===== src/tage_pkg.sv =====
`default_nettype none

package tage_pkg;

	localparam int unsigned PC_W = 32;
	localparam int unsigned GHR_W = 32;
	localparam int unsigned NBANK = 3;
	localparam int unsigned IDX_W = 7;
	localparam int unsigned TAG_W = 8;
	localparam int unsigned CTR_W = 3;
	localparam int unsigned U_W = 2;
	localparam int unsigned BASE_IDX_W = 8;

	typedef logic [PC_W-1:0] pc_t;
	typedef logic [GHR_W-1:0] ghr_t;
	typedef logic [IDX_W-1:0] tidx_t;
	typedef logic [TAG_W-1:0] tag_t;
	typedef logic [CTR_W-1:0] ctr_t;
	typedef logic [U_W-1:0] u_t;
	typedef logic [BASE_IDX_W-1:0] bidx_t;
	typedef logic [1:0] bctr_t;
	typedef logic [NBANK-1:0] bank_mask_t;

	typedef struct packed {
		pc_t pc;
		ghr_t ghr;
	} tage_req_t;

	// provider is one-hot, zero when the base table provides
	typedef struct packed {
		bank_mask_t provider;
		ctr_t [NBANK-1:0] ctrs;
		u_t [NBANK-1:0] us;
		bctr_t base_ctr;
		logic alt_taken;
		logic pred_taken;
	} tage_meta_t;

	typedef struct packed {
		tage_req_t req;
		tage_meta_t meta;
		logic taken;
	} tage_upd_t;

endpackage

`default_nettype wire

===== src/tage_table.sv =====
`timescale 1ns/1ps
`default_nettype none

module tage_table import tage_pkg::*; (
	input wire clk,
	input wire rst,
	input wire rd_en,
	input wire tidx_t rd_idx,
	input wire tag_t rd_tag,
	input wire wr_en,
	input wire tidx_t wr_idx,
	input wire tag_t wr_tag,
	input wire ctr_t wr_ctr,
	input wire u_wr_en,
	input wire u_t u_wr,
	output logic hit,
	output ctr_t ctr,
	output u_t u
);

	localparam int unsigned DEPTH = 1 << IDX_W;

	tag_t tag_mem [DEPTH];
	ctr_t ctr_mem [DEPTH];
	u_t u_mem [DEPTH];

	tag_t tag_q;
	tag_t rd_tag_q;
	logic primed;

	always_ff @(posedge clk or negedge rst) begin
		if (!rst) begin
			for (int i = 0; i < DEPTH; i++) begin
				tag_mem[i] <= '0;
				ctr_mem[i] <= '0;
				u_mem[i] <= '0;
			end
			tag_q <= '0;
			rd_tag_q <= '0;
			ctr <= '0;
			u <= '0;
			primed <= 1'b0;
		end else begin
			// old data wins on a same-address read and write
			if (rd_en) begin
				tag_q <= tag_mem[rd_idx];
				ctr <= ctr_mem[rd_idx];
				u <= u_mem[rd_idx];
				rd_tag_q <= rd_tag;
				primed <= 1'b1;
			end
			if (wr_en) begin
				tag_mem[wr_idx] <= wr_tag;
				ctr_mem[wr_idx] <= wr_ctr;
			end
			if (u_wr_en) begin
				u_mem[wr_idx] <= u_wr;
			end
		end
	end

	// no hit until a first read has happened
	assign hit = primed && (tag_q == rd_tag_q);

	a_enables_known: assert property (@(posedge clk) disable iff (!rst)
		!$isunknown({rd_en, wr_en, u_wr_en}))
		else $error("tage_table: unknown enable");

endmodule

`default_nettype wire


===== config.mk =====
export PLATFORM = sky130hd
export DESIGN_NAME = tage_table
export DESIGN_NICKNAME = d
export VERILOG_FILES = /design/src/tage_pkg.sv /design/src/tage_table.sv
export SDC_FILE = /design/constraint.sdc
export NUM_CORES = 2
export LEC_CHECK = 0
export ABC_AREA = 1
export BUFFER_PORTS_ARGS = -buffer_cell sky130_fd_sc_hd__buf_4
export CAP_MARGIN = 0
export CELL_PAD_IN_SITES_DETAIL_PLACEMENT = 0
export CELL_PAD_IN_SITES_GLOBAL_PLACEMENT = 1
export CORE_MARGIN = 3
export CORE_UTILIZATION = 40
export DETAILED_ROUTE_END_ITERATION = 7
export PLACE_DENSITY = 0.73
export REMOVE_ABC_BUFFERS = 1
export SLEW_MARGIN = 10
export SYNTH_ARGS = -nofsm -noshare
export SYNTH_HDL_FRONTEND = slang
export SYNTH_SLANG_ARGS = --single-unit

===== constraint.sdc =====
create_clock -name clk -period 3.37 [get_ports clk]
set_input_delay 0.1685 -clock clk [delete_from_list [all_inputs] [get_ports clk]]
set_output_delay 0.1685 -clock clk [all_outputs]
set_load 0.03 [all_outputs]

==> results.md <==
- Max Slew Vio Count: 0
- Most common cell after layout, fill and taps aside: nand2_1
- First-pass GRT wire length: 406000 um
- Post-CTS resize count: 0
- Clock root cell: clkbuf_16
- Worst VDD drop: 0.375 mV
- RSZ-0062 raised after global routing: no
- Via density: 5.57
- Placed cells: 11600
- CTS Sinks: 1686
- Crit path capture: hit
- Clock transition at path regs: 50 ps
- HPWL after DPL: 153000 um
- Chip Width: 444 um
- Hold Violations, Final: 0
- Status: completed
- Layout cell share with drive strength beyond 1: 6.45%
- P&R area growth vs syn: 12.3%
- Vias in the first global route: 63300
- Crit Path Max Fanout: 3
- Reg-to-reg startpoint: tag_mem[900]$_DFFE_PN0P_
- Worst Max-Slew Pin Slew: 1080 ps
- Clock skew: 34.1 ps
- Routed WL per cell: 22.0 um
- Initial antenna violation count: 10
- Max-cap violations: 0
- Tmin final: 2700 ps
- DRT iter0 DRCs: 7554
- Post-Synth XOR/XNOR Area: 0.0342%
- Largest net degree at the start of global routing: 173
- Worst r2r dst: tag_q[4]$_DFFE_PN0P_
- CP endpoint kind: output port
- Total power: 49300 uW
- Worst Path Arrival: 2530 ps
- Clock buffer depth: 3
- CTS Buf Count: 187
- Synth warnings: 0
- Final ANT Viol Nets: 0
- Port Buf Inserts: 45
- CTS tree: yes
- Initial Utilization: 40.3%
- Max Freq: 370 MHz
- HP Class: input pin to flop
- Simple-gate portion of the synthesized area: 29.4%
- Fin util: 45.3%
- Worst-Skew Late Latency: 830 ps
- Setup TNS: 0 ps
- H-tree levels: 4
- Core ar.: 0.191 mm2
- Main combinational cell family by area after synthesis: simple AND/OR/NAND/NOR gates
- # nets final: 9360
- Worst Setup SP: rd_tag_q[4]$_DFFE_PN0P_
- Pwr Density: 571 mW/mm2
- Grt total ovfl: 0
- Rel. slew slack: 27.7%
- Syn Area/Cell: 7.95 um2
- Die area: 0.197 mm2
- P_leak: 0.0382 uW
- Fin crit share: 80.2%
- Compound-Gate Fraction of Synth Area: 10.9%
- IO Count: 46
- Total number of vias: 66800
- RePlAce Congestion: 0.841
- Synthesized flop and latch total: 1686
- Critical path class: flop to output port
- Mux share of post-synthesis cell area: 0%
- TritonRoute pass-1 iters: 6
- Post-Syn Area: 0.0769 mm2
- Final Setup Violations: 0
- CP required: 3200 ps
- Drt drc: 0
- Die Span Y: 444 um
- Leading cell types in the layout, fill and taps excluded: nand2_1, nand3_1, dfrtp_1
- Distinct cells, synth: 22
- Worst hold margin: 70.7 ps
- FF-to-FF path depth: 11
- Final wirelength: 264000 um
- Seq/Total Area, Yosys: 54.9%
- Area share of fa/ha/maj cells after synthesis: 0%
- Final cell count without fillers: 12000
- Syn Inst Count: 9673
- Crit start category: flop
- Standard-cell rows: 160
- GRT Util Overall: 26.5%
- R2r setup slk: 860 ps
==> state kept, by name (all words and copies together), names as in the netlist <==
signal    count
tag_q         8
ctr           3
tag_mem    1024
u_mem       256
primed        1
rd_tag_q      8
ctr_mem     384
u             2
==> per-stage QoR <==
step                      setup slack, ps  instance area (um2)
final                                 667                86400
after global routing                  509                86400
after CTS                             592                86300
after detailed placement              347                79600
after global placement                376                79600
after floorplan                    -10470                73300
==> metal layers <==
metal	track usage (%)	vias up	part of all wire, %	wire length, um
met1	38.7	32800	45	120000
met3	3.87	345	6.8	17900
li1	-	31300	-	-
met2	41.1	2302	45	119000
met5	0	-	0.018	47
met4	7.24	6	2.6	6850
==> synthesized netlist by cell type, drive strengths merged <==
cell,number,area (um2)
nor4,3,18.8
or2,2,12.5
dfrtp,1686,42200
nor3,8,76.3
nand3,1800,9010
clkbuf,586,2200
xor2,3,26.3
nand2,3536,13300
a2111oi,1,8.76
inv,44,165
o21ai,1669,8350
nor2,50,188
buf,279,1330
clkinv,4,15.0
a211oi,1,7.51
a21oi,1,5.00
==> cell families after synthesis <==
family / after synthesis
and+or+nand+nor: 5399
buffers and inverters: 913
DFF: 1686
xor gates and xnor gates: 3
AOI/OAI and AO/OA: 1672
==> what timing repair did <==
action	in CTS	in global routing
hold buffers	39	0
buffers inserted	0	0
endpoints found under the hold margin	1953	0
==> layout make-up <==
cell class	count	area, um2
multi-input combinational	7074	31000
antenna	6	15.0
clock inverter	54	729
clock buffer	282	5630
sequential	1686	42200
timing repair buffer	323	3370
tap	2511	3140
fill	19000	104000
inverter	48	263
==> critical path, stage by stage (launching register included) <==
cell and delay [ps]:
dfrtp_1 360, inv_1 140, o21ai_0 100, a211oi_1 240, nand3_1 180, a2111oi_1 300
buf_4 220, buf_4 170
==> power breakdown <==
part	internal [uW]	leakage, uW	switching (uW)
logic	1660	0.0121	3650
registers	21900	0.0229	906
clock network	12500	0.00315	8660
==> worst min path at each step <==
stage / startpoint / to / slack [ps] / cells after the start
after global routing: wr_en / tag_mem[968]$_DFFE_PN0P_ / 70 / 4
after global placement: rst / tag_mem[905]$_DFFE_PN0P_ / 140 / 1
after detailed placement: rst / tag_mem[917]$_DFFE_PN0P_ / 120 / 1
after CTS: wr_en / ctr_mem[365]$_DFFE_PN0P_ / 4 / 4
after floorplan: rst / ctr[0]$_DFFE_PN0P_ / -130 / 0
final: wr_en / ctr_mem[365]$_DFFE_PN0P_ / 70 / 4
Note: power is estimated with default switching activity, not from simulation.
