===== src/tage_pkg.sv =====
`default_nettype none

package tage_pkg;

	localparam int unsigned PC_W = 32;
	localparam int unsigned GHR_W = 32;
	localparam int unsigned NBANK = 3;
	localparam int unsigned IDX_W = 7;
	localparam int unsigned TAG_W = 8;
	localparam int unsigned CTR_W = 3;
	localparam int unsigned U_W = 2;
	localparam int unsigned BASE_IDX_W = 8;

	typedef logic [PC_W-1:0] pc_t;
	typedef logic [GHR_W-1:0] ghr_t;
	typedef logic [IDX_W-1:0] tidx_t;
	typedef logic [TAG_W-1:0] tag_t;
	typedef logic [CTR_W-1:0] ctr_t;
	typedef logic [U_W-1:0] u_t;
	typedef logic [BASE_IDX_W-1:0] bidx_t;
	typedef logic [1:0] bctr_t;
	typedef logic [NBANK-1:0] bank_mask_t;

	typedef struct packed {
		pc_t pc;
		ghr_t ghr;
	} tage_req_t;

	// provider is one-hot, zero when the base table provides
	typedef struct packed {
		bank_mask_t provider;
		ctr_t [NBANK-1:0] ctrs;
		u_t [NBANK-1:0] us;
		bctr_t base_ctr;
		logic alt_taken;
		logic pred_taken;
	} tage_meta_t;

	typedef struct packed {
		tage_req_t req;
		tage_meta_t meta;
		logic taken;
	} tage_upd_t;

endpackage

`default_nettype wire

===== src/tage_base.sv =====
`timescale 1ns/1ps
`default_nettype none

module tage_base import tage_pkg::*; (
	input wire clk,
	input wire rst,
	input wire rd_en,
	input wire pc_t rd_pc,
	input wire wr_en,
	input wire pc_t wr_pc,
	input wire bctr_t wr_ctr,
	output bctr_t ctr
);

	localparam int unsigned DEPTH = 1 << BASE_IDX_W;
	localparam bctr_t WEAK_NT = 2'b01;

	bctr_t ctr_mem [DEPTH];
	bidx_t rd_idx;
	bidx_t wr_idx;

	function automatic bidx_t base_index(input pc_t pc);
		return pc[BASE_IDX_W+1:2] ^ pc[PC_W-1:PC_W-BASE_IDX_W];
	endfunction

	assign rd_idx = base_index(rd_pc);
	assign wr_idx = base_index(wr_pc);

	always_ff @(posedge clk or negedge rst) begin
		if (!rst) begin
			for (int i = 0; i < DEPTH; i++) begin
				ctr_mem[i] <= WEAK_NT;
			end
			ctr <= WEAK_NT;
		end else begin
			if (rd_en) begin
				ctr <= ctr_mem[rd_idx];
			end
			if (wr_en) begin
				ctr_mem[wr_idx] <= wr_ctr;
			end
		end
	end

endmodule

`default_nettype wire


===== config.mk =====
export PLATFORM = sky130hd
export DESIGN_NAME = tage_base
export DESIGN_NICKNAME = d
export VERILOG_FILES = /design/src/tage_pkg.sv /design/src/tage_base.sv
export SDC_FILE = /design/constraint.sdc
export NUM_CORES = 1
export LEC_CHECK = 0
export BUFFER_PORTS_ARGS = -buffer_cell sky130_fd_sc_hd__buf_2
export CAP_MARGIN = 15
export CELL_PAD_IN_SITES_DETAIL_PLACEMENT = 1
export CELL_PAD_IN_SITES_GLOBAL_PLACEMENT = 2
export CORE_UTILIZATION = 45
export DETAILED_ROUTE_END_ITERATION = 7
export HOLD_SLACK_MARGIN = 0.05
export PLACE_DENSITY = 0.79
export SLEW_MARGIN = 20
export SYNTH_ARGS = -nofsm -noshare
export SYNTH_HDL_FRONTEND = slang
export SYNTH_SLANG_ARGS = --single-unit

===== constraint.sdc =====
create_clock -name clk -period 2.4 [get_ports clk]
set_input_delay 0.36 -clock clk [delete_from_list [all_inputs] [get_ports clk]]
set_output_delay 0.36 -clock clk [all_outputs]
set_load 0.02 [all_outputs]

==> results.ini <==
[status]
run_status=finished, final reports clean

[floorplan]
std_cell_rows=86
core_area_sq_um=55200
start_util_pct=45.60
dieWidth_microns=238.5
pin_count=72
die_y_microns=238.5
die-area_sq_um=56890

[routing]
postRouteAntennaNets=0
drc=0
vias=16040
wl_per_cell_microns=26.66
wirelength_microns=73000
dr.pass1.iters=7
drt_iter0_markers=1037
avgViaCountPerCell=5.858

[logic_synthesis]
syn_avg_cell_area_sq_um=13.67
synth_xor_xnor_area_share_pct=1.034
synthArstFlopShare_pct=100.0
synth_edf_count=0
yosysTopAreaCell=dfstp_2
synth-seq-cells=514
synthCells=1842
synth-compound-area-share_pct=1.770
synthSimpleGateAreaFrac_pct=7.004
synth_area_leaders=dfstp_2 (27%), dfrtp_1 (26%), mux2_2 (23%), mux4_2 (11%), nand2_1 (4.4%)
yosys.area.top_type_share_pct=26.83
synthesis.area_sq_um=25170
synth_top_family_by_area=multiplexers
synth-main-ff-cell=dfstp_2
synthAdderAreaFrac_pct=0
syn_nets=1912
synthMuxAreaShare_pct=35.16
synth-seq-area-share_pct=52.38
ys_types=42
ys_warn_count=0

[cells_and_area]
multi_input_area_sq_um=11420
area_delta_synth_final_pct=16.60
nFillCells=5339
drive_above_1_share_pct=59.60
final_nets=2014
n_antenna_cell=0
final_area_sq_um=29350
seqCellArea_sq_um=13180

[power_and_ir_drop]
powerDensity_nw_per_um2=758.3
ir_drop_mv=0.6265
finalPower_mw=22.26
p_leak_nw=12.75

[sta]
setup_viol=0
fin_crit_ps=2280
rsz0062_at_grt=false
setup_slack_ps=120.1
max_freq_ghz=0.4386
drv_slew=0
finClkSkew_ps=17.45
finalHoldViolations=0
period_share_pct=94.99
tightestPinTransition_ps=798.6
relSlewSlack_pct=46.58

[worst_setup_path]
startpoint_type=flip-flop
slowest_delay_ps=500
worstPathArrival_ps=2820
cp-end-kind=flip-flop
crit_fanout=2
regToRegEndpoint=ctr[0]
crit_slowest_cell=mux4_1
crit_start=ctr_mem[216]
path_class=flip-flop to flip-flop
r2r_slack_ps=120
worstReg2RegStart=ctr_mem[216]
endpoint=ctr[0]
path_cells=mux4_1, mux4_2, or4_1, nand3_1, or4_1, o311ai_1
path_common_cell=or4_1
cp.required_ps=2940
r2r_cells=6

[placement]
port-buffer-count=39
place_ws_ps=-533.3
place_hpwl_microns=48200
postPlaceCellArea_sq_um=27430
routabilityCongestion=0.8465

[min_path]
min_path_type=input pin to async pin

[global_routing]
grt_pass1_vias=18070
grt_max_degree=104
grt_first_pass_wirelength_microns=114200
antenna_found_initial=2
track_usage_pct=26.85
gr-total-overflow=0

[clocking]
ctsLongestPathBuffers=3
cts_buffers=56
path_clk_slew_ps=60
clkSinkCount=514
cts_htree_levels=2
insertion_delay_ps=620
cts_tree=yes
cts_root_buffer=clkbuf_16

[flow_run]
drv_cap=0

==> critical path: cells and delay by family, from the launching register on <==
| family | cells | cell delay, ps |
|---|---|---|
| mux | 2 | 990 |
| simple gates | 3 | 720 |
| flops | 1 | 370 |
| compound gates | 1 | 120 |
==> timing repair <==
action                                  CTS  global route
hold buffers                              1             0
resized for setup                         0             1
endpoints found under the setup margin    0             2
hold endpoints to repair                259             0
setup buffers                             0             0
==> where the power goes <==
group | internal (mW) | total (mW) | switching, mW
clock | 5.32 | 8.94 | 3.62
sequential | 9.70 | 10.1 | 0.434
combinational | 1.54 | 3.18 | 1.63
==> final cells by class <==
type                    instances  share of cell area [%]
clock inverters                18                  0.6735
multi-input cells            1181                   38.92
inverters                       1                 0.01279
flip-flops and latches        514                   44.92
repair buffers                190                   6.446
well taps                     748                   3.189
clock buffers                  86                   5.845
==> worst min-delay path by stage <==
stage,endpoint,startpoint,slack [ps],cells after the start
after floorplan,ctr[1],rst,60,0
after global placement,ctr_mem[463],rst,230,1
after detailed placement,ctr_mem[451],rst,230,1
after CTS,ctr_mem[463],rst,180,2
after global routing,ctr_mem[463],rst,180,2
final,ctr_mem[425],rst,200,2
==> metal layers <==
layer	routed length, microns	part of all wire, %	vias up	GRT usage [%]
met5	13	0.018	-	0
met4	2591	3.5	2	9.635
met3	2902	4.0	145	4.249
met2	35710	49	340	44.15
met1	31780	44	8681	36.12
li1	-	-	6871	-
==> cell usage after synthesis, drive strengths merged (2+ instances only) <==
cell type / count
nor2: 74
nor3: 2
nand4: 13
or4: 2
a22oi: 11
a21oi: 13
buf: 31
dfrtp: 257
o211ai: 7
o2111ai: 4
and3: 19
mux4: 129
o22ai: 3
nand3: 24
a32oi: 5
a221oi: 3
nand2: 297
dfstp: 257
a2111oi: 2
clkbuf: 115
nand2b: 2
o311ai: 4
a31oi: 2
xnor2: 13
mux2: 512
o21ai: 3
mux2i: 16
xor2: 15
==> flip-flops by register name, indices dropped and copies added, names as in the netlist <==
| name | flops |
|---|---|
| ctr | 2 |
| ctr_mem | 512 |
==> cell families after synthesis <==
group / count (synthesis)
DFF: 514
xor gates and xnor gates: 28
AOI/OAI and AO/OA: 61
muxes: 657
and+or+nand+nor: 435
buffers and inverters: 147
==> layout by cell type, fill, tap and decap left out, types with 3 or more instances in the layout <==
cell / count
bufinv_16: 4
mux2_2: 512
and3_1: 19
nand3_1: 24
mux4_1: 5
o21ai_0: 3
o22ai_1: 3
xor2_1: 10
a32oi_1: 5
mux4_2: 124
o2111ai_1: 4
a22oi_1: 11
a21oi_1: 13
buf_4: 107
xnor2_1: 10
nand4_1: 13
a221oi_1: 3
dfrtp_1: 257
nor2_1: 73
clkbuf_16: 57
clkbuf_8: 18
xor2_4: 4
clkinv_2: 12
dfstp_2: 257
nand2_1: 297
buf_12: 43
mux2i_1: 16
buf_2: 36
o211ai_1: 7
clkbuf_1: 11
==> metrics by stage <==
stage	std cells	util [%]	TNS [ps]	hold WS [ps]
3_5_place_dp	2633	49.68	-1014	228.9
4_1_cts	2738	53.17	0	182.0
6_report	2738	53.17	0	200.7
3_3_place_gp	2633	49.68	-962.3	226.7
5_1_grt	2738	53.17	0	184.0
2_1_floorplan	1842	-	-53.47	64.41
(Power assumes the default switching activity.)
