`config.mk`:
```
export PLATFORM = sky130hd
export DESIGN_NAME = tage_hash
export DESIGN_NICKNAME = d
export VERILOG_FILES = /design/src/tage_pkg.sv /design/src/tage_hash.sv
export SDC_FILE = /design/constraint.sdc
export NUM_CORES = 1
export LEC_CHECK = 0
export BUFFER_PORTS_ARGS = -buffer_cell sky130_fd_sc_hd__buf_4
export CORE_AREA = 2 2 39 41
export DETAILED_ROUTE_END_ITERATION = 16
export DIE_AREA = 0 0 41 43
export PLACE_DENSITY = 0.87
export SETUP_SLACK_MARGIN = 0.02
export SLEW_MARGIN = 30
export SYNTH_ARGS = -nofsm -noshare
export SYNTH_HDL_FRONTEND = slang
export SYNTH_SLANG_ARGS = --single-unit
```
`constraint.sdc`:
```
create_clock -name vclk -period 1.1
set_input_delay 0.11 -clock vclk [all_inputs]
set_output_delay 0.11 -clock vclk [all_outputs]
set_load 0.02 [all_outputs]
```
`src/tage_pkg.sv`:
```
`default_nettype none

package tage_pkg;

	localparam int unsigned PC_W = 32;
	localparam int unsigned GHR_W = 32;
	localparam int unsigned NBANK = 3;
	localparam int unsigned IDX_W = 7;
	localparam int unsigned TAG_W = 8;
	localparam int unsigned CTR_W = 3;
	localparam int unsigned U_W = 2;
	localparam int unsigned BASE_IDX_W = 8;

	typedef logic [PC_W-1:0] pc_t;
	typedef logic [GHR_W-1:0] ghr_t;
	typedef logic [IDX_W-1:0] tidx_t;
	typedef logic [TAG_W-1:0] tag_t;
	typedef logic [CTR_W-1:0] ctr_t;
	typedef logic [U_W-1:0] u_t;
	typedef logic [BASE_IDX_W-1:0] bidx_t;
	typedef logic [1:0] bctr_t;
	typedef logic [NBANK-1:0] bank_mask_t;

	typedef struct packed {
		pc_t pc;
		ghr_t ghr;
	} tage_req_t;

	// provider is one-hot, zero when the base table provides
	typedef struct packed {
		bank_mask_t provider;
		ctr_t [NBANK-1:0] ctrs;
		u_t [NBANK-1:0] us;
		bctr_t base_ctr;
		logic alt_taken;
		logic pred_taken;
	} tage_meta_t;

	typedef struct packed {
		tage_req_t req;
		tage_meta_t meta;
		logic taken;
	} tage_upd_t;

endpackage

`default_nettype wire
```
`src/tage_hash.sv`:
```
`timescale 1ns/1ps
`default_nettype none

module tage_hash import tage_pkg::*; #(
	parameter int unsigned HIST_LEN = 8,
	parameter int unsigned BANK = 0
) (
	input wire pc_t pc,
	input wire ghr_t ghr,
	output tidx_t idx,
	output tag_t tag
);

	localparam int unsigned IDX_CHUNKS = (HIST_LEN + IDX_W - 1) / IDX_W;
	localparam int unsigned TAG_CHUNKS = (HIST_LEN + TAG_W - 1) / TAG_W;

	logic [IDX_CHUNKS*IDX_W-1:0] hist_for_idx;
	logic [TAG_CHUNKS*TAG_W-1:0] hist_for_tag;
	tidx_t fold_idx;
	tag_t fold_tag;

	// history window, zero padded up to whole chunks
	assign hist_for_idx = (IDX_CHUNKS*IDX_W)'(ghr[HIST_LEN-1:0]);
	assign hist_for_tag = (TAG_CHUNKS*TAG_W)'(ghr[HIST_LEN-1:0]);

	always_comb begin
		fold_idx = '0;
		for (int i = 0; i < IDX_CHUNKS; i++) begin
			fold_idx ^= hist_for_idx[i*IDX_W +: IDX_W];
		end
		fold_tag = '0;
		for (int i = 0; i < TAG_CHUNKS; i++) begin
			fold_tag ^= hist_for_tag[i*TAG_W +: TAG_W];
		end
	end

	// bank number mixed in so banks spread differently
	assign idx = fold_idx ^ pc[IDX_W+1:2] ^ tidx_t'(BANK);
	assign tag = fold_tag ^ pc[TAG_W+1:2] ^ pc[2*TAG_W+1:TAG_W+2];

endmodule

`default_nettype wire

```
==> results.yml, run 1 <==
grt:
  use_met2_pct: 15.31
  grtUsageMet3_pct: 2.094
  top_usage_layer: "met2"
  grt_pass1_wl_um: 924
  use_met1_pct: 6.557
  grt_max_degree: 3
  grt_usage_pct: 7.374
  antenna_found_initial: 0
  grt_pass1_vias: 253
  gr-total-overflow: 0
floorplan:
  die_w_um: 41
  core-area_um2: 1384
  die_y_um: 43
  rows: 14
  die-area_um2: 1763
  start_util_pct: 19.26
  pin_count: 79
route:
  drt_pre_antenna_iters: 1
  vias_per_cell: 3.886
  routed_wirelength_um: 708
  num_vias: 272
  detail-route-antenna-nets: 0
  post-route-drc-count: 0
  drt_iter0_drc: 0
  wl_per_cell_um: 10.11
placement:
  io_buffers: 39
  placed_cell_area_um2: 579.3
  dp_cells: 70
  place.gp.congestion: 0.6297
  dp_hpwl_um: 679.8
worst_setup_path:
  required_ns: 0.99
  crit_path_max_fanout: 2
  start_kind: "input port"
  end_kind: "primary output"
  cp_data_arrival_time_ns: 0.76
  critical_path_class: "in -> out"
layout:
  layout.nets: 120
  multiInputGateArea_um2: 266.5
  n_fill_cell: 140
  regArea_um2: 0
  clkbuf_count: 0
  post_layout_nonfiller_instances: 70
  drive_gt1_share_pct: 72.22
  area_growth_pct: 117.4
  final_cell_area_um2: 579.3
  design.seq.count: 0
  diodes: 0
synthesis:
  synth-seq-area-share_pct: 0
  synthesis.nets: 79
  ys_top_cells_by_count: "9 x xor3_1, 6 x xor2_1"
  syn-cell-area_um2: 266.5
  yosys_warnings: 0
  syn_inst: 15
  synth_area_leaders: "xor3_1 80%, xor2_1 20%"
  avgSynthCellArea_um2: 17.77
  synth.top_cell.area_share_pct: 80.28
  synth_cell_types: 2
  synth_top_area_cell: "xor3_1"
  synth.most_common_cell: "xor3_1"
timing:
  finalSetupViolCount: 0
  timing_hold_violations_final: 0
  min_period_over_period_pct: 79.39
  slew_viol_final: 0
  hold_ws_ns: 0.5107
  setup_tns_ns: 0
  min_period_ns: 0.8733
  relSlewSlack_pct: 91.37
  rsz0062_at_grt: "no"
  tightest_slew_ns: 0.1290
  max_freq_ghz: 1.145
worst_hold_path:
  worstHoldStart: "pc[3]"
  min_to: "idx[1]"
  hold_path_class: "in -> out"
  hold_path_depth: 3
clock_tree:
  cts_resized: 0
  cts_setup_buffers: 0
  cts_hold_buf: 0
pwr:
  vdd_drop_max_mv: 0.2424
  post-layout-total-power_uw: 403.3
  powerDensity_nw_per_um2: 696.1
  p_leak_uw: 0.0003500
run_status:
  outcome: "complete, no violations"
run:
  maxCapViolations: 0
## metal layers
layer  share of wire, %  up-vias
met5                  0        -
met4                  0        0
met3                 17        0
met2                 56       22
met1                 26      118
li1                   -      132
## worst max-delay path by stage
stage                     startpoint      to  slack, ns
after floorplan                pc[2]  idx[0]       0.40
after global placement        ghr[7]  tag[7]       0.24
after detailed placement      ghr[7]  tag[7]       0.22
after CTS                     ghr[7]  tag[7]       0.22
after global routing           pc[6]  tag[4]       0.20
final                          pc[4]  tag[2]       0.23
## where the power goes
part / switching, µW / internal [µW]
registers: 0 / 0
logic: 170 / 233
clock network: 0 / 0
total: 170 / 233
## cell usage in the layout (no fill, tap or decap)
cell type,synthesis,routed
xor3_1,9,9
xor2_1,6,6
buf_4,0,39
## logic make-up (layout without fill, tap and decap cells)
family                    count (synthesis)  after routing  synth area share [%]
xor gates and xnor gates                 15             15                 100.0
buffers and inverters                     0             39                     0
## worst max-delay path: stages
cell and delay (ns):
buf_4 0.09, xor3_1 0.39, buf_4 0.17
## metrics by stage
stage               util (%)  worst slack, ns
finish                 41.86           0.2267
global route           41.86           0.2011
CTS                    41.86           0.2215
detailed placement     41.86           0.2215
global placement       41.86           0.2385
floorplan                  -           0.4017
## final cells by class
class	count	share of cell area, %
tap	16	3.456
timing repair buffer	39	50.54
multi-input combinational	15	46.00
(Power assumes the default switching activity.)
==> inputs of run 2 (changes only) <==
CORE_AREA = not set   (was 2 2 39 41)
CORE_UTILIZATION = 18   (was not set)
DIE_AREA = not set   (was 0 0 41 43)
PLACE_DENSITY = 0.82   (was 0.87)
clock period = 0.8 ns   (was 1.1 ns; I/O delays follow)
==> run 2 against run 1 <==
The flow now finishes with violations (negative setup slack). Via count up 27%. Largest cell class unchanged. Worst setup slack worse by 0.23 ns. Die area fell by 7.1%.
==> results.yml, run 2 (synthesis gave the netlist of run 1 again) <==
timing:
  slew_viol_final: 0
  rsz0062_at_grt: "yes"
  min_period_over_period_pct: 100.7
  setup_tns_ns: -0.005733
  max_freq_ghz: 1.241
  worst_slack_ns: -0.005733
  tightest_slew_ns: 0.1354
  timing_hold_violations_final: 0
  relSlewSlack_pct: 90.97
  finalSetupViolCount: 1
  min_period_ns: 0.8057
floorplan:
  die_w_um: 40.48
  start_util_pct: 19.98
  die-area_um2: 1639
  core-area_um2: 1334
  die_y_um: 40.48
  pin_count: 79
  rows: 13
grt:
  antenna_found_initial: 0
  grt_pass1_wl_mm: 1.469
  grt_pass1_vias: 313
  gr-total-overflow: 0
  grt_usage_pct: 14.11
  grt_max_degree: 3
layout:
  layout.nets: 131
  mostFrequentLayoutCells: "26 x buf_6, 23 x buf_4, 9 x xor3_1"
  multiInputGateArea_um2: 274.0
  regArea_um2: 0
  n_fill_cell: 120
  area_growth_pct: 190.1
  final_common_cell: "buf_6"
  design.seq.count: 0
  clkbuf_count: 0
  diodes: 0
  drive_gt1_share_pct: 78.46
  final_cell_area_um2: 773.2
route:
  dr.max_layer_used: "met3"
  wl_met2_um: 462
  drt_pre_antenna_iters: 4
  wl_per_cell_um: 14.81
  post-route-drc-count: 0
  vias_per_cell: 4.313
  num_vias: 345
  met3_length_um: 244
  drt_iter0_drc: 2
  wl_met1_um: 478
  detail-route-antenna-nets: 0
  routed_wirelength_mm: 1.185
run_status:
  outcome: "complete, but fails checks"
  violations: "negative setup slack"
pwr:
  p_leak_uw: 0.0004392
  powerDensity_nw_per_um2: 908.3
  vdd_drop_max_mv: 0.5399
  post-layout-total-power_uw: 702.4
placement:
  place.gp.congestion: 0.7001
  placed_cell_area_um2: 645.6
  io_buffers: 39
worst_setup_path:
  critPathSlowestCell: "xor3_1"
  crit_path_max_fanout: 1
  cpMostUsedCell: "buf_6"
  critical_path_class: "in -> out"
  slowest_delay_ns: 0.43
  required_ns: 0.72
  cp_data_arrival_time_ns: 0.73
  path_cells: "buf_6 > xor3_1 > buf_6"
  start_kind: "input port"
  end_kind: "primary output"
worst_hold_path:
  hold_path_class: "in -> out"
clock_tree:
  cts_hold_buf: 0
run:
  maxCapViolations: 0
==> run 2: cell count changes in the layout (fill, tap and decap cells not counted) <==
cell    change
buf_8       +1
buf_4      -16
xor2_2      +1
xor2_1      -1
buf_6      +26
==> run 2: critical path, delay by kind of cell <==
kind / cells / cell delay, ns
xor+xnor: 1 / 0.43
buf+inv: 2 / 0.22
==> run 2: area by class of cell <==
type                            count  area share (%)
Multi-Input combinational cell     15           35.44
Tap cell                           15           2.427
Timing Repair Buffer               50           62.14
==> run 2: what timing repair did <==
item | 4_1_cts | 5_1_grt
gates resized for setup | 24 | 5
hold endpoints to repair | 0 | 0
endpoints found under the setup margin | 9 | 9
pin swaps | 8 | 2
setup buffers | 1 | 1
==> run 2: per-stage QoR <==
| step | utilization, % | cells | hold WS, ns | setup WS [ns] |
|---|---|---|---|---|
| 6_report | 57.97 | 80 | 0.4414 | -0.005733 |
| 3_3_place_gp | 48.41 | 78 | 0.4560 | -0.03121 |
| 5_1_grt | 57.97 | 80 | 0.4661 | -0.006531 |
| 4_1_cts | 55.72 | 79 | 0.4437 | -0.007245 |
| 3_5_place_dp | 48.41 | 78 | 0.4574 | -0.02286 |
| 2_1_floorplan | - | 15 | 0.2843 | 0.1617 |
==> run 2: path summary, 6_finish.rpt <==
| check | slack (ns) | from | cells past startpoint | to |
|---|---|---|---|---|
| min | 0.44 | ghr[6] | 3 | idx[6] |
| max | -0.006 | pc[15] | 3 | tag[5] |
==> run 2: power breakdown <==
group,leakage [µW],switching (µW),internal [µW]
logic,0.000439,271,431
clock network,0,0,0
registers,0,0,0
total,0.000439,271,431
==> run 2: layer usage <==
layer	vias to the layer above	global-route usage [%]
met1	151	21.28
li1	153	-
met2	41	20.24
met5	-	0
met3	0	5.000
met4	0	0
