File: src/tage_pkg.sv
`default_nettype none

package tage_pkg;

	localparam int unsigned PC_W = 32;
	localparam int unsigned GHR_W = 32;
	localparam int unsigned NBANK = 3;
	localparam int unsigned IDX_W = 7;
	localparam int unsigned TAG_W = 8;
	localparam int unsigned CTR_W = 3;
	localparam int unsigned U_W = 2;
	localparam int unsigned BASE_IDX_W = 8;

	typedef logic [PC_W-1:0] pc_t;
	typedef logic [GHR_W-1:0] ghr_t;
	typedef logic [IDX_W-1:0] tidx_t;
	typedef logic [TAG_W-1:0] tag_t;
	typedef logic [CTR_W-1:0] ctr_t;
	typedef logic [U_W-1:0] u_t;
	typedef logic [BASE_IDX_W-1:0] bidx_t;
	typedef logic [1:0] bctr_t;
	typedef logic [NBANK-1:0] bank_mask_t;

	typedef struct packed {
		pc_t pc;
		ghr_t ghr;
	} tage_req_t;

	// provider is one-hot, zero when the base table provides
	typedef struct packed {
		bank_mask_t provider;
		ctr_t [NBANK-1:0] ctrs;
		u_t [NBANK-1:0] us;
		bctr_t base_ctr;
		logic alt_taken;
		logic pred_taken;
	} tage_meta_t;

	typedef struct packed {
		tage_req_t req;
		tage_meta_t meta;
		logic taken;
	} tage_upd_t;

endpackage

`default_nettype wire
File: src/tage_update.sv
`timescale 1ns/1ps
`default_nettype none

module tage_update import tage_pkg::*; (
	input wire upd_valid,
	input wire tage_upd_t upd,
	input wire tidx_t [NBANK-1:0] upd_idxs,
	input wire tag_t [NBANK-1:0] upd_tags,
	output bank_mask_t wr_en,
	output tidx_t [NBANK-1:0] wr_idx,
	output tag_t [NBANK-1:0] wr_tag,
	output ctr_t [NBANK-1:0] wr_ctr,
	output bank_mask_t u_wr_en,
	output u_t [NBANK-1:0] u_wr,
	output logic base_wr_en,
	output bctr_t base_wr_ctr
);

	localparam int unsigned STEP_W = 4;
	localparam logic [STEP_W-1:0] CTR_MAX = STEP_W'((1 << CTR_W) - 1);
	localparam logic [STEP_W-1:0] U_MAX = STEP_W'((1 << U_W) - 1);
	localparam logic [STEP_W-1:0] BCTR_MAX = STEP_W'(3);
	localparam ctr_t CTR_WEAK_T = ctr_t'(1 << (CTR_W - 1));
	localparam ctr_t CTR_WEAK_NT = CTR_WEAK_T - ctr_t'(1);

	bank_mask_t provider;
	bank_mask_t above;
	bank_mask_t cand;
	bank_mask_t alloc;
	logic has_prov;
	logic correct;
	logic alloc_fail;

	function automatic logic [STEP_W-1:0] sat_step(input logic [STEP_W-1:0] val,
		input logic up, input logic [STEP_W-1:0] max);
		logic [STEP_W-1:0] res;
		res = val;
		if (up && val != max) begin
			res = val + 1'b1;
		end else if (!up && val != '0) begin
			res = val - 1'b1;
		end
		return res;
	endfunction

	always_comb begin
		provider = upd.meta.provider;
		has_prov = |provider;
		correct = upd.meta.pred_taken == upd.taken;
		// banks with longer history than the provider
		for (int b = 0; b < NBANK; b++) begin
			above[b] = !has_prov;
			for (int j = 0; j < b; j++) begin
				if (provider[j]) begin
					above[b] = 1'b1;
				end
			end
			cand[b] = above[b] && (upd.meta.us[b] == '0);
		end
		// lowest qualifying bank takes the new entry
		for (int b = 0; b < NBANK; b++) begin
			alloc[b] = upd_valid && !correct && cand[b] &&
				((cand & bank_mask_t'((1 << b) - 1)) == '0);
		end
		alloc_fail = upd_valid && !correct && (cand == '0);
	end

	always_comb begin
		for (int b = 0; b < NBANK; b++) begin
			wr_en[b] = upd_valid && (provider[b] || alloc[b]);
			wr_idx[b] = upd_idxs[b];
			wr_tag[b] = upd_tags[b];
			if (alloc[b]) begin
				wr_ctr[b] = upd.taken ? CTR_WEAK_T : CTR_WEAK_NT;
			end else begin
				wr_ctr[b] = ctr_t'(sat_step(STEP_W'(upd.meta.ctrs[b]), upd.taken, CTR_MAX));
			end
			u_wr_en[b] = 1'b0;
			u_wr[b] = upd.meta.us[b];
			if (alloc[b]) begin
				u_wr_en[b] = 1'b1;
				u_wr[b] = '0;
			end else if (upd_valid && provider[b] &&
				upd.meta.pred_taken != upd.meta.alt_taken) begin
				u_wr_en[b] = 1'b1;
				u_wr[b] = u_t'(sat_step(STEP_W'(upd.meta.us[b]), correct, U_MAX));
			end else if (alloc_fail && above[b]) begin
				u_wr_en[b] = 1'b1;
				u_wr[b] = u_t'(sat_step(STEP_W'(upd.meta.us[b]), 1'b0, U_MAX));
			end
		end
	end

	assign base_wr_en = upd_valid && !has_prov;
	assign base_wr_ctr = bctr_t'(sat_step(STEP_W'(upd.meta.base_ctr), upd.taken, BCTR_MAX));

	always_comb begin
		if (upd_valid) begin
			a_one_alloc: assert final ($onehot0(alloc) && (alloc & provider) == '0)
				else $error("tage_update: bad allocation mask %b", alloc);
		end
	end

endmodule

`default_nettype wire

File: config.mk
export PLATFORM = sky130hd
export DESIGN_NAME = tage_update
export DESIGN_NICKNAME = d
export VERILOG_FILES = /design/src/tage_pkg.sv /design/src/tage_update.sv
export SDC_FILE = /design/constraint.sdc
export NUM_CORES = 1
export LEC_CHECK = 0
export CAP_MARGIN = 5
export CORE_AREA = 2 2 78 80
export DETAILED_ROUTE_END_ITERATION = 12
export DIE_AREA = 0 0 80 82
export DONT_BUFFER_PORTS = 1
export GPL_ROUTABILITY_DRIVEN = 0
export PLACE_DENSITY_LB_ADDON = 0.15
export SYNTH_ARGS = -nofsm -noshare
export SYNTH_HDL_FRONTEND = slang
export SYNTH_SLANG_ARGS = --single-unit
File: constraint.sdc
create_clock -name vclk -period 5.25
set_input_delay 0.7875 -clock vclk [all_inputs]
set_output_delay 0.7875 -clock vclk [all_outputs]
set_load 0.05 [all_outputs]
==> results of run 1 <==
[metal layers]
layer	vias up	wire, um
met4	0	20
met3	10	566
li1	630	-
met5	-	0
met2	63	1562
met1	544	1627
[cell type report]
type | count | area, um2 | share of cell area
inverters | 21 | 78.83 | 0.05812
well taps | 75 | 93.84 | 0.06919
multi-input cells | 148 | 1154 | 0.8506
repair buffers | 4 | 30.03 | 0.02214
[cells in the mapped netlist (2+ instances only)]
cell type / n
and2_1: 2
xor2_1: 3
o311a_1: 2
o31a_1: 2
mux2_2: 2
inv_1: 21
nor2_1: 9
or3_1: 2
clkbuf_1: 2
nor3_1: 3
nand2_1: 18
buf_2: 2
nor2b_1: 3
a21oi_1: 7
o2111a_1: 2
nand2b_1: 4
a211oi_1: 4
buf_4: 46
and3_1: 2
a31oi_1: 5
ha_1: 26
mux2i_1: 8
nor4b_1: 2
o21ai_0: 15
xnor2_1: 4
nand3_1: 2
[worst max-delay path, cell delays in order]
cell and delay, ns:
inv_1 0.09, ha_1 0.26, nor3_1 0.08, o311ai_0 0.43
nand2_1 0.46, a211oi_2 0.86
[power by group through the flow]
| stage | clock network [W] | logic (W) | registers [W] |
|---|---|---|---|
| after floorplan | 0 | 0.000240 | 0 |
| after global placement | 0 | 0.000167 | 0 |
| final | 0 | 0.000165 | 0 |
| after detailed placement | 0 | 0.000166 | 0 |
| after CTS | 0 | 0.000167 | 0 |
| after global routing | 0 | 0.000179 | 0 |
[cell families (layout without fill, tap and decap cells)]
| family | count (synthesis) | after routing | share of synthesized area |
|---|---|---|---|
| buffers and inverters | 72 | 25 | 0.2866 |
| and+or+nand+nor | 53 | 53 | 0.1718 |
| AOI/OAI and AO/OA | 51 | 51 | 0.2249 |
| adders and majority gates | 26 | 26 | 0.2059 |
| muxes | 11 | 11 | 0.07205 |
| xor gates and xnor gates | 7 | 7 | 0.03880 |
[worst paths after layout]
check	start	endpoint	cells after the start
min	upd_idxs[14]	wr_idx[14]	0
max	upd[5]	u_wr[5]	6
[stage by stage]
stage                     cells  utilization  power [W]  area, um2  worst slack (ns)
after global routing        248       0.2361  0.0001791       1356             1.285
after floorplan             220            -  0.0002400       1580            0.2913
after detailed placement    248       0.2361  0.0001660       1356             1.455
after CTS                   248       0.2361  0.0001668       1356             1.448
final                       248       0.2361  0.0001650       1356             1.483
after global placement      248       0.2361  0.0001667       1356             1.450
==> out/metrics.yaml, run 1 <==
result_of_the_run: "finished, final reports clean"
antennaDiodeCount: 0
leading_cell_type_in_the_layout_fill_and_taps_excluded: "ha_1"
detailedRoute.firstPassIterationCount: 4
nets: 334
synth_top_area_share: 0.2185
area.growth.synth_to_final_pct: -14.17
worstPathRequired_ns: 4.46
post-route-period-util: 0.7175
post-synth-top-area-cell: "buf_4"
worstSetupStartpointType: "input port"
power.sequential.fraction: 0
swShare: 0.7304
initial_utilization: 0.2750
wire_per_inst_um: 15.23
cts_resized: 0
antenna_violating_nets_post_route: 0
groute.layer.met2.usage: 0.1675
timing.critical_path.arrival_ns: 2.98
drive_gt1_frac: 0.08092
grt_pass1_vias: 1192
total_leakage_power_nw: 0.6164
route.detailed.drc: 0
setup_viol: 0
avg_vias_per_cell: 5.028
critPathKind: "input port to output pin"
max_cap_viol_count: 0
global_route_wire_length_before_repair_um: 5706
worst_setup_path_end_kind: "output pin"
syn_area_per_cell_um2: 7.183
floorplan.rows: 28
power.ir.vdd_worst_mv: 0.04943
clkbuf_count: 0
timing.max_slew.rel_slack: 0.2297
synth_fp_nets: 379
use_met1: 0.1305
fp.dieH_um: 82
post_cts.repair.setup_buffers: 0
hp-class: "input port to output pin"
cell_internal_power_w: 0.00004449
most-common-layout-cells: "ha_1 (26), inv_1 (21), nand2_1 (18), o21ai_0 (15), nor2_1 (9)"
portBuffers: 0
switchingPower_w: 0.0001205
top_usage_layer: "met2"
power_frac_clock: 0
groute.usage.overall: 0.1046
synth_cell_types: 48
drt-total-wl_um: 3777
initial_antenna_violation_count: 0
worst_slew_pin_slew_ns: 1.177
timing.fmax_ghz: 0.2655
iteration_0_drc_count_of_the_detailed_router: 32
cts_hold_buffers: 0
power_density_nw_per_um2: 121.7
post-route-min-period_ns: 3.767
total_congestion_overflow: 0
timing.critical_path.fanout_max: 5
ys.warnings.count: 0
maximum_number_of_pins_on_one_net_before_global_route_repair: 30
final-max-slew-violation-count: 0
die_area_um2: 6560
setup_total_negative_slack_ns: 0
detailed_place_hpwl_um: 3164
seq_cells: 0
post_synth_inst_count: 220
met3_usage: 0.05275
num_vias: 1247
sequential_cell_area_um2: 0
power.combinational.fraction: 1.000
timing_hold_violations_final: 0
layout.filler_cells: 672
core_area_um2: 5746
die_span_x_um: 80
netlist_area_um2: 1580
synthTopCellsByArea: "buf_4 (22%), ha_1 (21%), mux2i_1 (5.1%), inv_1 (5.0%), o21ai_0 (4.8%)"
seq_area_frac_synth: 0
hold_ws_ns: 1.575
io_pins: 202
setup_repair_after_global_routing_missed_its_margin: "false"
No activity file was read; power rests on OpenSTA's default activity.
==> inputs of run 2 (changes only) <==
ABC_AREA = 1   (was unset)
clock period = 3.33 ns   (was 5.25 ns; I/O delays follow)
==> run 2 against run 1 <==
Against the previous run: hold slack worse by 0.58 ns; critical path depth is 1 higher; sequential share of layout area stayed put; non-clock buffer count is 8 higher; largest cell class unchanged; largest power group unchanged.
==> out/metrics.yaml, run 2 <==
path_cells: "inv_1 > ha_1 > nand3_1 > inv_2 > nor3_2 > inv_2 > o21ai_1"
drive_gt1_frac: 0.1333  # +0.05241
final-max-slew-violation-count: 0  # unchanged
power.ir.vdd_worst_mv: 0.1235  # +150%
max_stage_delay_ns: 0.56  # -0.30 ns
final_instance_count_without_filler_cells: 300  # +21%
post-route-min-period_ns: 2.493
post-route-period-util: 0.7487
hp-class: "input port to output pin"
placedCellCount: 300  # +21%
timing.critical_path.arrival_ns: 1.99  # -0.99 ns
worstPathRequired_ns: 2.83  # -1.63 ns
timing_hold_violations_final: 0  # unchanged
critPathKind: "input port to output pin"
multi_input_comb_area_um2: 1041  # -9.8%
place_worst_setup_slack_ns: 0.8008  # -0.6542 ns
synth_fp_nets: 418  # +10%
ys.warnings.count: 0  # unchanged
portBuffers: 0  # unchanged
totalPowerFinal_w: 0.0002844  # +72%
detailed_place_hpwl_um: 3452  # +9.1%
fp.dieH_um: 82  # unchanged
timing.fmax_ghz: 0.4011
antennaDiodeCount: 0  # unchanged
core_area_um2: 5746  # unchanged
netlist_area_um2: 1575  # -0.32%
setup_repair_after_global_routing_missed_its_margin: "false"
layout.filler_cells: 710  # +5.7%
clkbuf_count: 0  # unchanged
post-synth-top-count-cell: "nand2_1"
timing.max_slew.rel_slack: 0.3205  # +0.09083
max_cap_viol_count: 0  # unchanged
antenna_violating_nets_post_route: 0  # unchanged
worst_slew_pin_slew_ns: 1.012  # -0.1642 ns
synthTopCellsByArea: "buf_4 (21%), ha_1 (21%), nand2_1 (12%), inv_1 (10%), nor2_1 (5.7%)"
sequential_cell_area_um2: 0  # unchanged
drt-total-wl_um: 3940  # +4.3%
io_pins: 202  # unchanged
area.growth.synth_to_final_pct: -10.48
avg_vias_per_cell: 4.367  # -13%
timing.critical_path.fanout_max: 5  # unchanged
synth_cell_types: 26  # -46%
hold_ws_ns: 0.9990  # -0.5760 ns
num_vias: 1310  # +5.1%
seq_area_frac_synth: 0  # unchanged
grt_pass1_vias: 1270  # +6.5%
synth_top_area_share: 0.2145  # -0.004071
setup_viol: 0  # unchanged
wire_per_inst_um: 13.13  # -14%
groute.usage.overall: 0.1167  # +0.01216
syn_area_per_cell_um2: 6.082  # -15%
leading_cell_type_in_the_layout_fill_and_taps_excluded: "nand2_1"
detailedRoute.firstPassIterationCount: 4  # unchanged
worst_setup_path_end_kind: "output pin"
total_congestion_overflow: 0  # unchanged
post_synth_inst_count: 259  # +18%
die_span_x_um: 80  # unchanged
crit_path_top_delay_cell: "o21ai_1"
power_density_nw_per_um2: 201.7  # +66%
seq_cells: 0  # unchanged
cts_hold_buffers: 0  # unchanged
floorplan.rows: 28  # unchanged
post-synth-top-area-cell: "buf_4"
die_area_um2: 6560  # unchanged
route.detailed.drc: 0  # unchanged
synth_commonest_cells: "nand2_1 (51), buf_4 (45), inv_1 (44), ha_1 (26), nor2_1 (24)"
timing.final.ws_setup_ns: 0.8367  # -0.6463 ns
nets: 386  # +16%
worstSetupStartpointType: "input port"
setup_total_negative_slack_ns: 0  # unchanged
initial_utilization: 0.2742  # -0.0008711
result_of_the_run: "finished, final reports clean"
global_route_wire_length_before_repair_um: 6182  # +8.3%
total_leakage_power_nw: 0.8365  # +36%
initial_antenna_violation_count: 0  # unchanged
post_cts.repair.setup_buffers: 0  # unchanged
crit_path_frequent_cell: "inv_2"
most-common-layout-cells: "nand2_1 (51), inv_1 (44), ha_1 (26), nor2_1 (24), nand3_1 (17)"
cts_resized: 0  # unchanged
iteration_0_drc_count_of_the_detailed_router: 28  # -13%
maximum_number_of_pins_on_one_net_before_global_route_repair: 11  # -63%
[run 2: cell count changes after synthesis, moves of 4 or more]
cell      change
nand2_1      +33
inv_1        +23
nand3_1      +15
nor2_1       +15
mux2i_1       -8
a211oi_1      -4
a21oi_1       -4
nand2b_1      -4
xnor2_1       -4
[run 2: where the power goes]
| part | switching [W] | internal [W] | total [W] |
|---|---|---|---|
| clock | 0 | 0 | 0 |
| sequential | 0 | 0 | 0 |
| combinational | 0.000209 | 0.0000751 | 0.000284 |
| total | 0.000209 | 0.0000751 | 0.000284 |
[run 2: through the flow]
stage          area [um2]    util
2_1_floorplan        1575       -
3_3_place_gp         1410  0.2454
3_5_place_dp         1410  0.2454
4_1_cts              1410  0.2454
5_1_grt              1410  0.2454
6_report             1410  0.2454
[run 2: cell families after synthesis]
kind of cell	synth area share
fa+ha+maj	0.2065
buf+inv	0.3392
simple gates	0.3209
xor+xnor	0.03336
compound gates	0.1001
[run 2: cell type report]
cell class,instances,share of cell area
inverters,48,0.1313
multi-input cells,165,0.7382
well taps,75,0.06655
repair buffers,12,0.06389
[run 2: critical path, delay by kind of cell]
kind | cells | cell delay [ns]
and+or+nand+nor | 2 | 0.46
buffers and inverters | 3 | 0.24
AOI/OAI and AO/OA | 1 | 0.56
adders and majority gates | 1 | 0.22
[run 2: final timing paths]
path | from | endpoint | slack, ns | depth (start not counted)
min | upd_tags[19] | wr_tag[19] | 1.0 | 0
max | upd[5] | wr_en[1] | 0.84 | 7
[run 2: metal layers]
layer  GRT usage  vias up  wire length (um)
met5           0        -                 0
met4     0.01525        0                38
met3     0.05055       12               581
met2      0.1883       59              1631
met1      0.1481      543              1690
li1            -      696                 -
==> inputs of run 3 (changes only) <==
clock period = 2.2 ns   (was 3.33 ns; I/O delays follow)
==> run 3 against run 2 <==
Against the previous run: routed wire length shrank 1.4%; largest power group unchanged; cell area increased by 7.0%; combinational power is 63% higher.
==> out/metrics.yaml, run 3 (synthesis results as in run 2) <==
worst_slew_pin_slew_ns: 0.4221  # -0.5904 ns
iteration_0_drc_count_of_the_detailed_router: 50  # +79%
power_density_nw_per_um2: 306.7  # +52%
detailed_place_hpwl_um: 3437  # -0.44%
global_route_wire_length_before_repair_um: 6182  # unchanged
initial_utilization: 0.2742  # unchanged
timing.critical_path.fanout_max: 5  # unchanged
seq_cells: 0  # unchanged
timing.critical_path.arrival_ns: 1.66  # -0.33 ns
antenna_violating_nets_post_route: 0  # unchanged
max_cap_viol_count: 0  # unchanged
power.ir.vdd_worst_mv: 0.1619  # +31%
total_leakage_power_nw: 0.8971  # +7.2%
leading_cell_type_in_the_layout_fill_and_taps_excluded: "nand2_1"
critPathKind: "input port to output pin"
timing.max_slew.rel_slack: 0.7183  # +0.3978
antennaDiodeCount: 0  # unchanged
grt_pass1_vias: 1316  # +3.6%
post-route-period-util: 0.9043
portBuffers: 0  # unchanged
num_vias: 1377  # +5.1%
area.growth.synth_to_final_pct: -4.210
avg_vias_per_cell: 4.428  # +1.4%
layout.filler_cells: 688  # -3.1%
cts_hold_buffers: 0  # unchanged
most-common-layout-cells: "nand2_1 (51), inv_1 (44), ha_1 (26), nor2_1 (24), buf_4 (22)"
worstSetupStartpointType: "input port"
cp_top_family: "simple AND/OR/NAND/NOR gates"
post-route-min-period_ns: 1.989
placed_area_um2: 1509  # +7.0%
route.detailed.drc: 0  # unchanged
timing_hold_violations_final: 0  # unchanged
setup_repair_after_global_routing_missed_its_margin: "false"
fp.dieH_um: 82  # unchanged
core_area_um2: 5746  # unchanged
maximum_number_of_pins_on_one_net_before_global_route_repair: 11  # unchanged
die_span_x_um: 80  # unchanged
setup_total_negative_slack_ns: 0  # unchanged
drt-total-wl_um: 3884  # -1.4%
worst_setup_path_end_kind: "output pin"
critical_path.n_buffers_inverters: 3  # unchanged
sequential_cell_area_um2: 0  # unchanged
clkbuf_count: 0  # unchanged
final-max-slew-violation-count: 0  # unchanged
max_stage_delay_ns: 0.33  # -0.23 ns
die_area_um2: 6560  # unchanged
total_congestion_overflow: 0  # unchanged
floorplan.rows: 28  # unchanged
worstPathRequired_ns: 1.87  # -0.96 ns
nets: 397  # +2.8%
drive_gt1_frac: 0.1780  # +0.04463
setup_viol: 0  # unchanged
timing.fmax_ghz: 0.5027
wire_per_inst_um: 12.49  # -4.9%
crit_path_top_delay_cell: "nor3_2"
detailedRoute.firstPassIterationCount: 4  # unchanged
final_design_area_no_fill_um2: 1509  # +7.0%
cts_resized: 0  # unchanged
initial_antenna_violation_count: 0  # unchanged
io_pins: 202  # unchanged
hp-class: "input port to output pin"
groute.usage.overall: 0.1167  # unchanged
post_cts.repair.setup_buffers: 0  # unchanged
result_of_the_run: "finished, final reports clean"
path_cells: "inv_1 > ha_1 > nand3_1 > inv_2 > nor3_2 > nand2_1 > a21boi_2 > buf_4"
## run 3: metal layers
metal | global-route usage | part of all wire | vias up
met2 | 0.1850 | 0.39 | 66
met3 | 0.05934 | 0.16 | 12
met1 | 0.1455 | 0.44 | 577
met5 | 0 | 0 | -
li1 | - | - | 722
met4 | 0.01525 | 0.0098 | 0
## run 3: layout make-up
cell class                 instances  area [um2]  area share
inverter                          48       185.2      0.1227
tap                               75       93.84     0.06219
timing repair buffer              23       185.2      0.1227
multi-input combinational        165        1045      0.6924
## run 3: path summary, 6_finish.rpt
path / start / slack (ns) / depth (start not counted) / to
worst min-delay path: upd_idxs[0] / 0.66 / 0 / wr_idx[0]
worst max-delay path: upd[5] / 0.21 / 8 / wr_ctr[5]
## run 3: per-stage QoR
stage / total power (W) / util / worst slack (ns) / cells / hold WS (ns)
after floorplan: 0.0005752 / - / 0.02091 / 259 / 0.8271
after global placement: 0.0004696 / 0.2626 / 0.1959 / 311 / 0.6603
after detailed placement: 0.0004689 / 0.2626 / 0.1924 / 311 / 0.6603
after CTS: 0.0004702 / 0.2626 / 0.1879 / 311 / 0.6603
after global routing: 0.0005106 / 0.2626 / 0.05609 / 311 / 0.6601
final: 0.0004628 / 0.2626 / 0.2106 / 311 / 0.6600
## run 3: where the power goes
part / leakage [nW] / switching [W] / internal, W / total [W]
Combinational: 0.897 / 0.000320 / 0.000143 / 0.000463
Clock: 0 / 0 / 0 / 0
Sequential: 0 / 0 / 0 / 0
